[src/design/bbc_video_pkg.sv]
`default_nettype none

package bbc_video_pkg;

	// Address widths of the display path
	localparam int MA_W   = 14;
	localparam int RA_W   = 5;
	localparam int VADR_W = 15;

	// Character FIFO depth used unless the top level overrides it
	localparam int FIFO_DEPTH_DEF = 4;

	// CRTC registers that are implemented
	typedef enum logic [3:0] {
		R0  = 4'd0,
		R1  = 4'd1,
		R2  = 4'd2,
		R3  = 4'd3,
		R4  = 4'd4,
		R6  = 4'd6,
		R7  = 4'd7,
		R9  = 4'd9,
		R12 = 4'd12,
		R13 = 4'd13
	} crtc_reg_e;

	// Pixels per byte from the ULA control register
	typedef enum logic [1:0] {
		PPB_8 = 2'd0,
		PPB_4 = 2'd1,
		PPB_2 = 2'd2
	} ppb_e;

	typedef struct packed {
		logic [7:0] data;
		logic       disen;
	} char_item_t;

	typedef struct packed {
		logic r;
		logic g;
		logic b;
	} rgb_t;

endpackage

`default_nettype wire
[src/design/video_char_if.sv]
`timescale 1ns/1ns
`default_nettype none

// Character bytes from the fetch block through the FIFO to the ULA
interface video_char_if;
	import bbc_video_pkg::*;

	logic       push;
	char_item_t push_item;
	logic       full;
	logic       pop;
	char_item_t pop_item;
	logic       empty;

	modport producer (output push, output push_item, input full);

	modport buffer (input push, input push_item, input pop,
		output full, output pop_item, output empty);

	modport consumer (output pop, input pop_item, input empty);

endinterface

`default_nettype wire

[src/design/bbc_video_top.sv]
`timescale 1ns/1ns
`default_nettype none

module bbc_video_top #(
	parameter int FIFO_DEPTH = bbc_video_pkg::FIFO_DEPTH_DEF
) (
	input  wire                               CLK32M_I,
	input  wire                               rst_n,
	input  wire                               crtc_clken,
	input  wire                               pix_clken,
	input  wire                               cpu_clken,
	input  wire                               crtc_enable,
	input  wire                               vidproc_enable,
	input  wire                               cpu_r_nw,
	input  wire                               cpu_rs,
	input  wire  [7:0]                        cpu_di,
	output wire  [7:0]                        crtc_do,
	input  wire                               latch_we,
	input  wire  [2:0]                        latch_adr,
	input  wire                               latch_bit,
	output wire  [bbc_video_pkg::VADR_W-1:0]  vid_adr,
	input  wire  [7:0]                        vid_di,
	output wire                               hsync,
	output wire                               vsync,
	output wire                               video_r,
	output wire                               video_g,
	output wire                               video_b,
	output wire                               overflow
);
	import bbc_video_pkg::*;

	wire [MA_W-1:0] crtc_ma;
	wire [RA_W-1:0] crtc_ra;
	wire            crtc_de;

	video_char_if u_chars ();

	crtc_core u_crtc (
		.CLK32M_I    (CLK32M_I),
		.rst_n       (rst_n),
		.crtc_clken  (crtc_clken),
		.cpu_clken   (cpu_clken),
		.crtc_enable (crtc_enable),
		.cpu_r_nw    (cpu_r_nw),
		.cpu_rs      (cpu_rs),
		.cpu_di      (cpu_di),
		.crtc_do     (crtc_do),
		.hsync       (hsync),
		.vsync       (vsync),
		.de          (crtc_de),
		.ma          (crtc_ma),
		.ra          (crtc_ra)
	);

	video_fetch u_fetch (
		.CLK32M_I   (CLK32M_I),
		.rst_n      (rst_n),
		.crtc_clken (crtc_clken),
		.ma         (crtc_ma),
		.ra         (crtc_ra),
		.de         (crtc_de),
		.latch_we   (latch_we),
		.latch_adr  (latch_adr),
		.latch_bit  (latch_bit),
		.vid_adr    (vid_adr),
		.vid_di     (vid_di),
		.chars      (u_chars.producer)
	);

	char_fifo #(
		.FIFO_DEPTH (FIFO_DEPTH)
	) u_fifo (
		.CLK32M_I (CLK32M_I),
		.rst_n    (rst_n),
		.chars    (u_chars.buffer),
		.overflow (overflow)
	);

	pixel_serializer u_ula (
		.CLK32M_I       (CLK32M_I),
		.rst_n          (rst_n),
		.pix_clken      (pix_clken),
		.cpu_clken      (cpu_clken),
		.vidproc_enable (vidproc_enable),
		.cpu_r_nw       (cpu_r_nw),
		.cpu_rs         (cpu_rs),
		.cpu_di         (cpu_di),
		.chars          (u_chars.consumer),
		.video_r        (video_r),
		.video_g        (video_g),
		.video_b        (video_b)
	);

endmodule

`default_nettype wire

[src/design/pixel_serializer.sv]
`timescale 1ns/1ns
`default_nettype none

module pixel_serializer (
	input  wire            CLK32M_I,
	input  wire            rst_n,
	input  wire            pix_clken,
	input  wire            cpu_clken,
	input  wire            vidproc_enable,
	input  wire            cpu_r_nw,
	input  wire            cpu_rs,
	input  wire  [7:0]     cpu_di,
	video_char_if.consumer chars,
	output logic           video_r,
	output logic           video_g,
	output logic           video_b
);
	import bbc_video_pkg::*;

	ppb_e       ctrl_ppb;
	rgb_t       palette [16];
	logic [7:0] shift_reg;
	logic [3:0] pix_left;
	logic       byte_disen;
	logic [3:0] byte_pixels;
	logic       byte_done;
	logic       load;
	logic [7:0] cur_bits;
	logic [3:0] logical;
	rgb_t       pix_rgb;

	// Control register and palette writes
	always_ff @(posedge CLK32M_I or negedge rst_n)
	begin
		if (!rst_n)
		begin
			ctrl_ppb <= PPB_8;
			palette  <= '{default: '0};
		end
		else if (cpu_clken && vidproc_enable && !cpu_r_nw)
		begin
			if (!cpu_rs)
				ctrl_ppb <= ppb_e'(cpu_di[1:0]);
			else
				palette[cpu_di[7:4]] <= rgb_t'(cpu_di[2:0]);
		end
	end

	always_comb
	begin
		case (ctrl_ppb)
			PPB_8:   byte_pixels = 4'd8;
			PPB_4:   byte_pixels = 4'd4;
			default: byte_pixels = 4'd2;
		endcase
	end

	assign byte_done = (pix_left == 4'd0);
	assign load      = byte_done && !chars.empty;
	assign chars.pop = pix_clken && load;

	// First pixel of a new byte comes straight from the FIFO head
	assign cur_bits = load ? chars.pop_item.data : shift_reg;
	assign logical  = {cur_bits[7], cur_bits[5], cur_bits[3], cur_bits[1]};

	always_ff @(posedge CLK32M_I or negedge rst_n)
	begin
		if (!rst_n)
		begin
			shift_reg  <= '0;
			pix_left   <= '0;
			byte_disen <= 1'b0;
			pix_rgb    <= '0;
		end
		else if (pix_clken)
		begin
			if (load)
			begin
				shift_reg  <= {cur_bits[6:0], 1'b1};
				pix_left   <= byte_pixels - 4'd1;
				byte_disen <= chars.pop_item.disen;
				pix_rgb    <= chars.pop_item.disen ? palette[logical] : '0;
			end
			else if (!byte_done)
			begin
				shift_reg <= {shift_reg[6:0], 1'b1};
				pix_left  <= pix_left - 4'd1;
				pix_rgb   <= byte_disen ? palette[logical] : '0;
			end
			else
				// Nothing left to show
				pix_rgb <= '0;
		end
	end

	assign video_r = pix_rgb.r;
	assign video_g = pix_rgb.g;
	assign video_b = pix_rgb.b;

endmodule

`default_nettype wire

[src/design/char_fifo.sv]
`timescale 1ns/1ns
`default_nettype none

module char_fifo #(
	parameter int FIFO_DEPTH = bbc_video_pkg::FIFO_DEPTH_DEF
) (
	input  wire          CLK32M_I,
	input  wire          rst_n,
	video_char_if.buffer chars,
	output logic         overflow
);
	import bbc_video_pkg::*;

	localparam int PTR_W = (FIFO_DEPTH > 1) ? $clog2(FIFO_DEPTH) : 1;
	localparam int CNT_W = $clog2(FIFO_DEPTH + 1);

	char_item_t       mem [FIFO_DEPTH];
	logic [PTR_W-1:0] wr_ptr;
	logic [PTR_W-1:0] rd_ptr;
	logic [CNT_W-1:0] count;
	logic             do_push;
	logic             do_pop;

	function automatic logic [PTR_W-1:0] ptr_inc(input logic [PTR_W-1:0] p);
		if (p == PTR_W'(FIFO_DEPTH - 1))
			return '0;
		return p + 1'b1;
	endfunction

	assign chars.full     = (count == CNT_W'(FIFO_DEPTH));
	assign chars.empty    = (count == '0);
	assign chars.pop_item = mem[rd_ptr];

	assign do_push = chars.push && !chars.full;
	assign do_pop  = chars.pop && !chars.empty;

	always_ff @(posedge CLK32M_I)
	begin
		if (do_push)
			mem[wr_ptr] <= chars.push_item;
	end

	always_ff @(posedge CLK32M_I or negedge rst_n)
	begin
		if (!rst_n)
		begin
			wr_ptr   <= '0;
			rd_ptr   <= '0;
			count    <= '0;
			overflow <= 1'b0;
		end
		else
		begin
			if (do_push)
				wr_ptr <= ptr_inc(wr_ptr);
			if (do_pop)
				rd_ptr <= ptr_inc(rd_ptr);
			case ({do_push, do_pop})
				2'b10:   count <= count + 1'b1;
				2'b01:   count <= count - 1'b1;
				default: count <= count;
			endcase
			// Sticky until reset
			if (chars.push && chars.full)
				overflow <= 1'b1;
		end
	end

endmodule

`default_nettype wire

[src/design/video_fetch.sv]
`timescale 1ns/1ns
`default_nettype none

module video_fetch (
	input  wire                                CLK32M_I,
	input  wire                                rst_n,
	input  wire                                crtc_clken,
	input  wire  [bbc_video_pkg::MA_W-1:0]     ma,
	input  wire  [bbc_video_pkg::RA_W-1:0]     ra,
	input  wire                                de,
	input  wire                                latch_we,
	input  wire  [2:0]                         latch_adr,
	input  wire                                latch_bit,
	output logic [bbc_video_pkg::VADR_W-1:0]   vid_adr,
	input  wire  [7:0]                         vid_di,
	video_char_if.producer                     chars
);
	import bbc_video_pkg::*;

	typedef enum logic [1:0] {
		ST_IDLE,
		ST_ADDR,
		ST_CAPT
	} fetch_state_e;

	fetch_state_e      state;
	logic [1:0]        disp_addr_offs;
	logic [3:0]        aa;
	logic [VADR_W-1:0] adr_next;
	logic              disen_q;

	// Latch bits 4 and 5 select the screen wrap offset
	always_ff @(posedge CLK32M_I or negedge rst_n)
	begin
		if (!rst_n)
			disp_addr_offs <= 2'b00;
		else if (latch_we)
		begin
			if (latch_adr == 3'd4)
				disp_addr_offs[0] <= latch_bit;
			else if (latch_adr == 3'd5)
				disp_addr_offs[1] <= latch_bit;
		end
	end

	// Wrap correction for the 0x8000 boundary
	always_comb
	begin
		aa = ma[11:8];
		if (ma[12])
		begin
			case (disp_addr_offs)
				2'd0:    aa = ma[11:8] + 4'd8;
				2'd1:    aa = ma[11:8] + 4'd12;
				2'd2:    aa = ma[11:8] + 4'd6;
				default: aa = ma[11:8] + 4'd11;
			endcase
		end
		if (ma[13])
			adr_next = {aa[3], 4'b1111, ma[9:0]};
		else
			adr_next = {aa, ma[7:0], ra[2:0]};
	end

	always_ff @(posedge CLK32M_I or negedge rst_n)
	begin
		if (!rst_n)
		begin
			state   <= ST_IDLE;
			vid_adr <= '0;
			disen_q <= 1'b0;
		end
		else
		begin
			case (state)
				ST_IDLE:
				begin
					if (crtc_clken)
						state <= ST_ADDR;
				end
				ST_ADDR:
				begin
					// CRTC outputs are settled one cycle after the strobe
					vid_adr <= adr_next;
					disen_q <= de && !ra[3];
					state   <= ST_CAPT;
				end
				default:
				begin
					state <= crtc_clken ? ST_ADDR : ST_IDLE;
				end
			endcase
		end
	end

	// RAM byte is pushed in the capture cycle
	assign chars.push      = (state == ST_CAPT);
	assign chars.push_item = '{data: vid_di, disen: disen_q};

endmodule

`default_nettype wire

[src/design/crtc_core.sv]
`timescale 1ns/1ns
`default_nettype none

module crtc_core (
	input  wire                              CLK32M_I,
	input  wire                              rst_n,
	input  wire                              crtc_clken,
	input  wire                              cpu_clken,
	input  wire                              crtc_enable,
	input  wire                              cpu_r_nw,
	input  wire                              cpu_rs,
	input  wire  [7:0]                       cpu_di,
	output logic [7:0]                       crtc_do,
	output logic                             hsync,
	output logic                             vsync,
	output logic                             de,
	output logic [bbc_video_pkg::MA_W-1:0]   ma,
	output logic [bbc_video_pkg::RA_W-1:0]   ra
);
	import bbc_video_pkg::*;

	crtc_reg_e addr_reg;

	// Register file
	logic [7:0]      r0_htotal;
	logic [7:0]      r1_hdisp;
	logic [7:0]      r2_hsync_pos;
	logic [7:0]      r3_sync_width;
	logic [6:0]      r4_vtotal;
	logic [6:0]      r6_vdisp;
	logic [6:0]      r7_vsync_pos;
	logic [4:0]      r9_max_scan;
	logic [5:0]      r12_start_hi;
	logic [7:0]      r13_start_lo;

	// Timing counters
	logic [7:0]      h_cnt;
	logic [4:0]      line_cnt;
	logic [6:0]      row_cnt;
	logic [MA_W-1:0] ma_row;
	logic [3:0]      vs_cnt;
	logic [8:0]      hs_end;
	logic            hs_win;

	always_ff @(posedge CLK32M_I or negedge rst_n)
	begin
		if (!rst_n)
		begin
			addr_reg      <= R0;
			r0_htotal     <= '0;
			r1_hdisp      <= '0;
			r2_hsync_pos  <= '0;
			r3_sync_width <= '0;
			r4_vtotal     <= '0;
			r6_vdisp      <= '0;
			r7_vsync_pos  <= '0;
			r9_max_scan   <= '0;
			r12_start_hi  <= '0;
			r13_start_lo  <= '0;
		end
		else if (cpu_clken && crtc_enable && !cpu_r_nw)
		begin
			if (!cpu_rs)
				addr_reg <= crtc_reg_e'(cpu_di[3:0]);
			else
			begin
				case (addr_reg)
					R0:      r0_htotal     <= cpu_di;
					R1:      r1_hdisp      <= cpu_di;
					R2:      r2_hsync_pos  <= cpu_di;
					R3:      r3_sync_width <= cpu_di;
					R4:      r4_vtotal     <= cpu_di[6:0];
					R6:      r6_vdisp      <= cpu_di[6:0];
					R7:      r7_vsync_pos  <= cpu_di[6:0];
					R9:      r9_max_scan   <= cpu_di[4:0];
					R12:     r12_start_hi  <= cpu_di[5:0];
					R13:     r13_start_lo  <= cpu_di;
					default: ;
				endcase
			end
		end
	end

	// Only the start address reads back
	always_comb
	begin
		crtc_do = 8'd0;
		if (cpu_rs)
		begin
			case (addr_reg)
				R12:     crtc_do = {2'b00, r12_start_hi};
				R13:     crtc_do = r13_start_lo;
				default: crtc_do = 8'd0;
			endcase
		end
	end

	assign hs_end = {1'b0, r2_hsync_pos} + {5'd0, r3_sync_width[3:0]};
	assign hs_win = (h_cnt >= r2_hsync_pos) && ({1'b0, h_cnt} < hs_end);

	always_ff @(posedge CLK32M_I or negedge rst_n)
	begin
		if (!rst_n)
		begin
			h_cnt    <= '0;
			line_cnt <= '0;
			row_cnt  <= '0;
			ma_row   <= '0;
			vs_cnt   <= '0;
			hsync    <= 1'b0;
			vsync    <= 1'b0;
			de       <= 1'b0;
			ma       <= '0;
			ra       <= '0;
		end
		else if (crtc_clken)
		begin
			// Outputs follow the count of this strobe
			ma    <= ma_row + MA_W'(h_cnt);
			ra    <= line_cnt;
			de    <= (h_cnt < r1_hdisp) && (row_cnt < r6_vdisp);
			hsync <= hs_win;

			if (h_cnt >= r0_htotal)
			begin
				h_cnt <= '0;
				if (line_cnt >= r9_max_scan)
				begin
					line_cnt <= '0;
					if (row_cnt >= r4_vtotal)
					begin
						// New frame restarts at the programmed address
						row_cnt <= '0;
						ma_row  <= {r12_start_hi, r13_start_lo};
					end
					else
					begin
						row_cnt <= row_cnt + 7'd1;
						ma_row  <= ma_row + MA_W'(r1_hdisp);
					end
				end
				else
					line_cnt <= line_cnt + 5'd1;
			end
			else
				h_cnt <= h_cnt + 8'd1;

			// Vsync width counted in lines at each line start
			if (h_cnt == 8'd0)
			begin
				if (row_cnt == r7_vsync_pos && line_cnt == 5'd0
					&& r3_sync_width[7:4] != 4'd0)
				begin
					vsync  <= 1'b1;
					vs_cnt <= r3_sync_width[7:4] - 4'd1;
				end
				else if (vs_cnt != 4'd0)
					vs_cnt <= vs_cnt - 4'd1;
				else
					vsync <= 1'b0;
			end
		end
	end

endmodule

`default_nettype wire

[config.mk]
export PLATFORM = sky130hd
export DESIGN_NAME = bbc_video_top
export DESIGN_NICKNAME = d
export VERILOG_FILES = /design/src/design/bbc_video_pkg.sv /design/src/design/video_char_if.sv /design/src/design/bbc_video_top.sv /design/src/design/pixel_serializer.sv /design/src/design/char_fifo.sv /design/src/design/video_fetch.sv /design/src/design/crtc_core.sv
export SDC_FILE = /design/constraint.sdc
export NUM_CORES = 1
export LEC_CHECK = 0
export BUFFER_PORTS_ARGS = -buffer_cell sky130_fd_sc_hd__buf_2
export CORE_UTILIZATION = 56
export CTS_CLUSTER_DIAMETER = 150
export DETAILED_ROUTE_END_ITERATION = 6
export GPL_TIMING_DRIVEN = 0
export PLACE_DENSITY = 0.76
export REMOVE_ABC_BUFFERS = 1
export SLEW_MARGIN = 20
export SYNTH_ARGS = -nofsm -noshare
export SYNTH_HDL_FRONTEND = slang
export SYNTH_SLANG_ARGS = --single-unit
[constraint.sdc]
create_clock -name CLK32M_I -period 2.8 [get_ports CLK32M_I]
set_input_delay 0.14 -clock CLK32M_I [delete_from_list [all_inputs] [get_ports CLK32M_I]]
set_output_delay 0.14 -clock CLK32M_I [all_outputs]
set_load 0.02 [all_outputs]
Yosys cells after proc, flatten, opt, wreduce, memory -nomap -nowiden:

Memories as Yosys holds them, arrays and structs flattened.
Cells that the tools add are included.
W data, S select, Z words.

* input bits: 30
* register bits: 229
* bits in read-only memories: 0
* memories kept: 1
* memory bits (writable): 36
* output and inout port bits: 29
* bits in latches: 0

Memory list
* u_fifo.mem: words 4, bits a word 9, read ports 1, clocked after memory_dff 0, wr ports 1, line char_fifo.sv:17 `char_item_t mem [FIFO_DEPTH];`

* muxes and demuxes: 43
* divide/modulo/power cells: 0
* shifts and indexed selects: 0
* reduce and logical (&&, ||, !) cells: 52
* magnitude comparators: 10
* $add $sub $neg: 18
* bitwise operators: 4
* multiply operators: 0
* equal/unequal tests: 25

Operators with widths (number)
* $bwmux W48: 1
* $reduce_and A3 Y1: 14
* $mux W8: 5
* $add A14 B8 Y14: 2
* $mux W14: 2
* $mux W3: 7
* $mux W4: 5
* $ge A8 B8 Y1: 2
* $pmux W8 S2: 1
* $sub A4 B1 Y4 const B: 4
* $logic_and A1 B1 Y1: 15
* $reduce_and A2 Y1: 7
* $add A4 B4 Y4 const B: 3
* $bmux W3 S4: 1
* $demux W3 S4: 1
* $eq A4 B3 Y1 const B: 3
* $eq A4 B4 Y1 const B: 3
* $pmux W4 S3: 1
* $eq A2 B2 Y1 const B: 5
* $ge A5 B5 Y1 const B: 2
* $mux W2: 5
* $not A4 Y5: 2
* $add A8 B4 Y9: 1
* $eq A3 B3 Y1 const B: 3
* other kinds (34): 57

Logic depth before layout (Yosys ltp):

* word-level depth: 11
* depth in mapped cells: 15
* depth with buffers taken out: 15

By module:

Synthesis repeated with hierarchy kept, for this count alone.

* cells, all modules: 1303
* area, all modules: 14559.0 µm²

By module, submodules not included
* crtc_core: times used 1, cells each 786, area an instance 8080.2 µm²
* pixel_serializer: times used 1, cells each 311, area an instance 3523.4 µm²
* char_fifo: times used 1, cells each 89, area an instance 1813.0 µm²
* video_fetch: times used 1, cells each 117, area an instance 1142.3 µm²

Worst setup path before layout:

No wires, ideal clock.

* path type: reg2reg
* start: register u_ula.pix_left[1]
* end: register u_fifo.count[2]
* stages on the path, launching flop included: 13
* arrival: 2677 ps
* setup time: 79 ps
* slack: 44 ps
* clock period less this slack: 2756 ps
* required time: 2721 ps
* path through: dfrtp_1 -> nor4_2 -> and2_1 -> buf_6 -> clkbuf_1 -> nand2_1 -> inv_1 -> ha_1 -> inv_1 -> fa_1 -> xor2_1 -> nor2_1 -> xor2_1

* word-level cells in the longest chain between the ends: 6
* elaborated cells between the ends (all ways): 8
* classes of those cells: eq/ne (2); mux (1); reduce/logical (5)

RTL lines
* start, declared: line pixel_serializer.sv:23 `logic [3:0] pix_left;`
* start signal, assigned: line pixel_serializer.sv:80 `pix_left <= byte_pixels - 4'd1;`
* start signal, assigned: line pixel_serializer.sv:87 `pix_left <= pix_left - 4'd1;`
* $logic_not A4 Y1 *: line pixel_serializer.sv:58 `assign byte_done = (pix_left == 4'd0);`
* $logic_and A1 B1 Y1 *: line pixel_serializer.sv:59 `assign load = byte_done && !chars.empty;`
* $logic_and A1 B1 Y1 *: line pixel_serializer.sv:60 `assign chars.pop = pix_clken && load;`
* $logic_and A1 B1 Y1 *: line char_fifo.sv:35 `assign do_pop = chars.pop && !chars.empty;`
* named net u_fifo.do_pop: line char_fifo.sv:22 `logic do_pop;`
* $eq A2 B1 Y1 / $eq A2 B2 Y1 (equally long branches): line char_fifo.sv:58 `case ({do_push, do_pop})`
* $pmux W3 S2 / $reduce_bool A2 Y1 (equally long branches)
* end signal, assigned: line char_fifo.sv:59 `2'b10: count <= count + 1'b1;`
* end signal, assigned: line char_fifo.sv:60 `2'b01: count <= count - 1'b1;`
* end signal, assigned: line char_fifo.sv:61 `default: count <= count;`
* end, declared: line char_fifo.sv:20 `logic [CNT_W-1:0] count;`

The timed path passes the listed nets; every way through them passes the cells marked *.
A chain may end at the register's enable or synchronous reset.

Worst setup path in the final report:

* start: register u_fifo.count[1]
* end: register u_ula.pix_rgb, in the netlist u_ula.video_g

* word-level cells in the longest chain between the ends: 11
* elaborated cells between the ends (all ways): 12
* classes of those cells: mux (8); bitwise (1); reduce/logical (3)

RTL lines
* $logic_not A3 Y1 *: line char_fifo.sv:31 `assign chars.empty = (count == '0);`
* $logic_not A1 Y1 *: line pixel_serializer.sv:59
* $logic_and A1 B1 Y1 *: line pixel_serializer.sv:59
* $mux W8: line pixel_serializer.sv:63 `assign cur_bits = load ? chars.pop_item.data : shift_reg;`
* $not A4 Y5 (implied by the code): line pixel_serializer.sv:82, pixel_serializer.sv:88
* $bmux W3 S4: line pixel_serializer.sv:82, pixel_serializer.sv:88
* $mux W3 (implied by the code) (2 in series): line pixel_serializer.sv:82, pixel_serializer.sv:88
* $mux W3: line pixel_serializer.sv:88 `pix_rgb <= byte_disen ? palette[logical] : '0;`
* $mux W3: line pixel_serializer.sv:84 `else if (!byte_done)`
* $mux W3 *: line pixel_serializer.sv:77 `if (load)`
* end signal, assigned: line pixel_serializer.sv:82 `pix_rgb <= chars.pop_item.disen ? palette[logical] : '0;`
* end signal, assigned: line pixel_serializer.sv:88
* end, declared: line pixel_serializer.sv:30 `rgb_t pix_rgb;`

Mark *: on every way between the ends. The rest lies on a longest branch, timed or not. The select of a mux whose other input is x is not followed.

==> results.toml <==
[die]
initial_core_util_pct = 57.15
pin_count = 59
core_area_mm2 = 0.02439
die_h_um = 159.8
rows = 57
die_w_um = 159.8
die_area_mm2 = 0.02553

[critical_path]
crit_arrival_ps = 3210
critPathKind = "reg -> reg"
worst_setup_path_start_kind = "flop"
cp.buffers_inverters = 1
crit_path_max_incr_delay_ps = 530
crit_chain = "or3_1, and2_4, buf_4, o21ai_4, mux2_2, o22ai_1, a2111oi_1, nand4b_1"
cp_top_family = "simple AND/OR/NAND/NOR gates"
critPathSlowestCell = "or3_1"
cp-end-kind = "flop"
crit_fanout = 16
worstPathRequired_ps = 3280

[global_routing]
met1_usage_pct = 34.20
grt_remaining_overflow = 0
met2_usage_pct = 41.60
antenna_found_initial = 0
grt_pass1_vias = 9880
grt-busiest-layer = "met2"
grt_pass1_wl_um = 51090
grtUsageMet3_pct = 3.247
grt_max_degree = 94
grt_usage_pct = 24.76

[drt]
first_iter_violations = 885
routed_wl_um = 31330
wl_per_cell_um = 18.42
dr.pass1.iters = 7
remaining_drc_errors = 0
via_per_inst = 5.914
ant_nets = 0
vias = 10060

[clock_network]
clk_pin_slew_worst_paths_ps = 60
cts_tree = "yes"
cts_sinks = 265
worstSkewPairLatency_ps = 540
root_buffer = "clkbuf_16"
clockBufferDepth = 3
htree_levels = 1
cts_made_buffers = 28

[flow_run]
drv_cap = 0

[synthesis]
synth.avg_cell_area_um2 = 10.81
postSynth.asyncResetShare_pct = 86.42
ys_types = 70
synth-seq-cells = 265
synth_area_mm2 = 0.01394
synth-edff-count = 36
ys_warn_count = 0
ys.flop_type = "dfrtp_1"
ys_seq_area_share_pct = 48.86
postSynthCellCount = 1289

[sta]
finalHoldViolCount = 0
period_needed_ps = 2736
setup_viol = 0
worst-slew-pin-transition_ps = 952.1
slew_headroom_pct = 36.53
period_share_pct = 97.72
grt_setup_unrepaired = "yes"
finalSetupTns_ps = 0
fin_skew_ps = 10.94
max_freq_ghz = 0.3655
slew_viol_final = 0

[cells_and_area]
final_util_pct = 65.01
top_register = "u_ula.palette"
layout_common_cells = "dfrtp_1 (226), nand2_1 (135), o21ai_0 (105), mux2_2 (105), ha_1 (82)"
top_regs = "u_ula.palette: 48 flops, u_fifo.mem: 36 flops, u_fetch.vid_adr: 15 flops"
nets = 1474
diodes = 0
area_delta_synth_final_pct = 13.75
finalNonFillerCells = 1701
largest_reg_flops = 48
drive_gt1_share_pct = 20.70
mostFrequentLayoutCell = "dfrtp_1"

[pwr]
switchingPower_mw = 4.826
seqPwrFrac_pct = 39.2
power.density_mw_per_mm2 = 876.8
ir_worst_vdd_mv = 0.4405
p_clk_share_pct = 26.6
p_int_mw = 9.076
leakage_nw = 7.382
p_sw_share_pct = 34.71
total_power_mw = 13.90
p_comb_share_pct = 34.3

[placement]
io_buffers = 58
hpwl_um = 20870
dp_cells = 1620
gp_congestion = 0.8121

[status]
status = "finished clean"

[worst_hold_path]
min_path_type = "in -> reg"
## worst min-delay path, delay by kind of cell
family          cells  cell delay [ps]
compound gates      1               70
buf+inv             1              210
simple gates        1               90
## final timing paths
path | from | end | slack, ps | depth (start not counted)
min | cpu_di[5] | u_crtc.r4_vtotal[5] | 20 | 3
max in group asynchronous | rst_n | u_ula.palette[46] | 1520 | 4
max | u_fifo.count[1] | u_ula.video_g | 60 | 8
max reg2reg | u_fifo.count[1] | u_ula.video_g | 60 | 8
min in group asynchronous | rst_n | u_crtc.r4_vtotal[2] | 100 | 2
min reg2reg | u_fifo.overflow | u_fifo.overflow | 470 | 1
## repair_timing
| action | 4_1_cts | 5_1_grt |
|---|---|---|
| cloned | 0 | 1 |
| pin swaps | 3 | 11 |
| endpoints found under the hold margin | 171 | 0 |
| endpoints found under the setup margin | 29 | 29 |
| setup buffers | 1 | 13 |
| hold buffers | 14 | 0 |
| gates resized for setup | 21 | 22 |
## cells in the mapped netlist (all sizes together) (8+ instances only)
cell type / n / share of area (%)
and3: 9 / 0.40
o21ai: 114 / 4.2
a211oi: 13 / 0.70
nor3: 20 / 0.72
inv: 76 / 2.0
nand4: 9 / 0.40
nand3: 28 / 1.0
nand2: 136 / 3.7
nor2b: 17 / 0.76
a22o: 8 / 0.50
edfxtp: 36 / 7.8
a21oi: 51 / 1.8
dfrtp: 229 / 41
xnor2: 18 / 1.1
and2: 8 / 0.36
nor2: 54 / 1.5
mux4: 13 / 2.1
nand2b: 21 / 0.94
ha: 85 / 7.6
a21o: 26 / 1.4
a22oi: 8 / 0.43
mux2: 106 / 8.6
xor2: 14 / 0.88
mux2i: 26 / 1.9
clkbuf: 47 / 1.3
## through the flow
stage                     cell area (µm²)  hold slack, ps  setup slack, ps
final                               15860           17.87            63.76
after global routing                15860           34.89           -37.65
after CTS                           15670           3.838           -23.30
after detailed placement            14500           84.21           -693.8
after global placement              14420           355.1            -2390
after floorplan                     13720          -155.6           -14.92
## layer usage
| layer | vias to the layer above | share of wire [%] |
|---|---|---|
| li1 | 4751 | - |
| met1 | 4994 | 45 |
| met2 | 256 | 48 |
| met3 | 59 | 5.0 |
| met4 | 0 | 2.1 |
| met5 | - | 0 |
## area by class of cell
| class | instances | area [µm²] |
|---|---|---|
| multi-input combinational | 894 | 6792 |
| fill | 1914 | 8534 |
| tap | 324 | 405.4 |
| inverter | 77 | 289.0 |
| clock buffer | 43 | 858.3 |
| sequential | 265 | 6818 |
| clock inverter | 9 | 70.07 |
| timing repair buffer | 89 | 624.3 |
## power by group through the flow
| stage | logic (mW) | registers [mW] | clock network [mW] |
|---|---|---|---|
| floorplan | 3.07 | 5.38 | 0 |
| global placement | 4.06 | 5.46 | 0 |
| detailed placement | 4.24 | 5.49 | 0 |
| CTS | 4.44 | 5.45 | 3.74 |
| global route | 5.31 | 5.55 | 3.91 |
| finish | 4.76 | 5.45 | 3.69 |
## cells by family after synthesis
kind of cell / count (synthesis) / share of synthesized area, %
compound gates: 289 / 13.02
xor+xnor: 32 / 2.011
fa+ha+maj: 89 / 8.204
buf+inv: 131 / 3.653
flops: 265 / 48.86
mux: 145 / 12.58
simple gates: 338 / 11.67
Note: power is estimated with default switching activity, not from simulation.
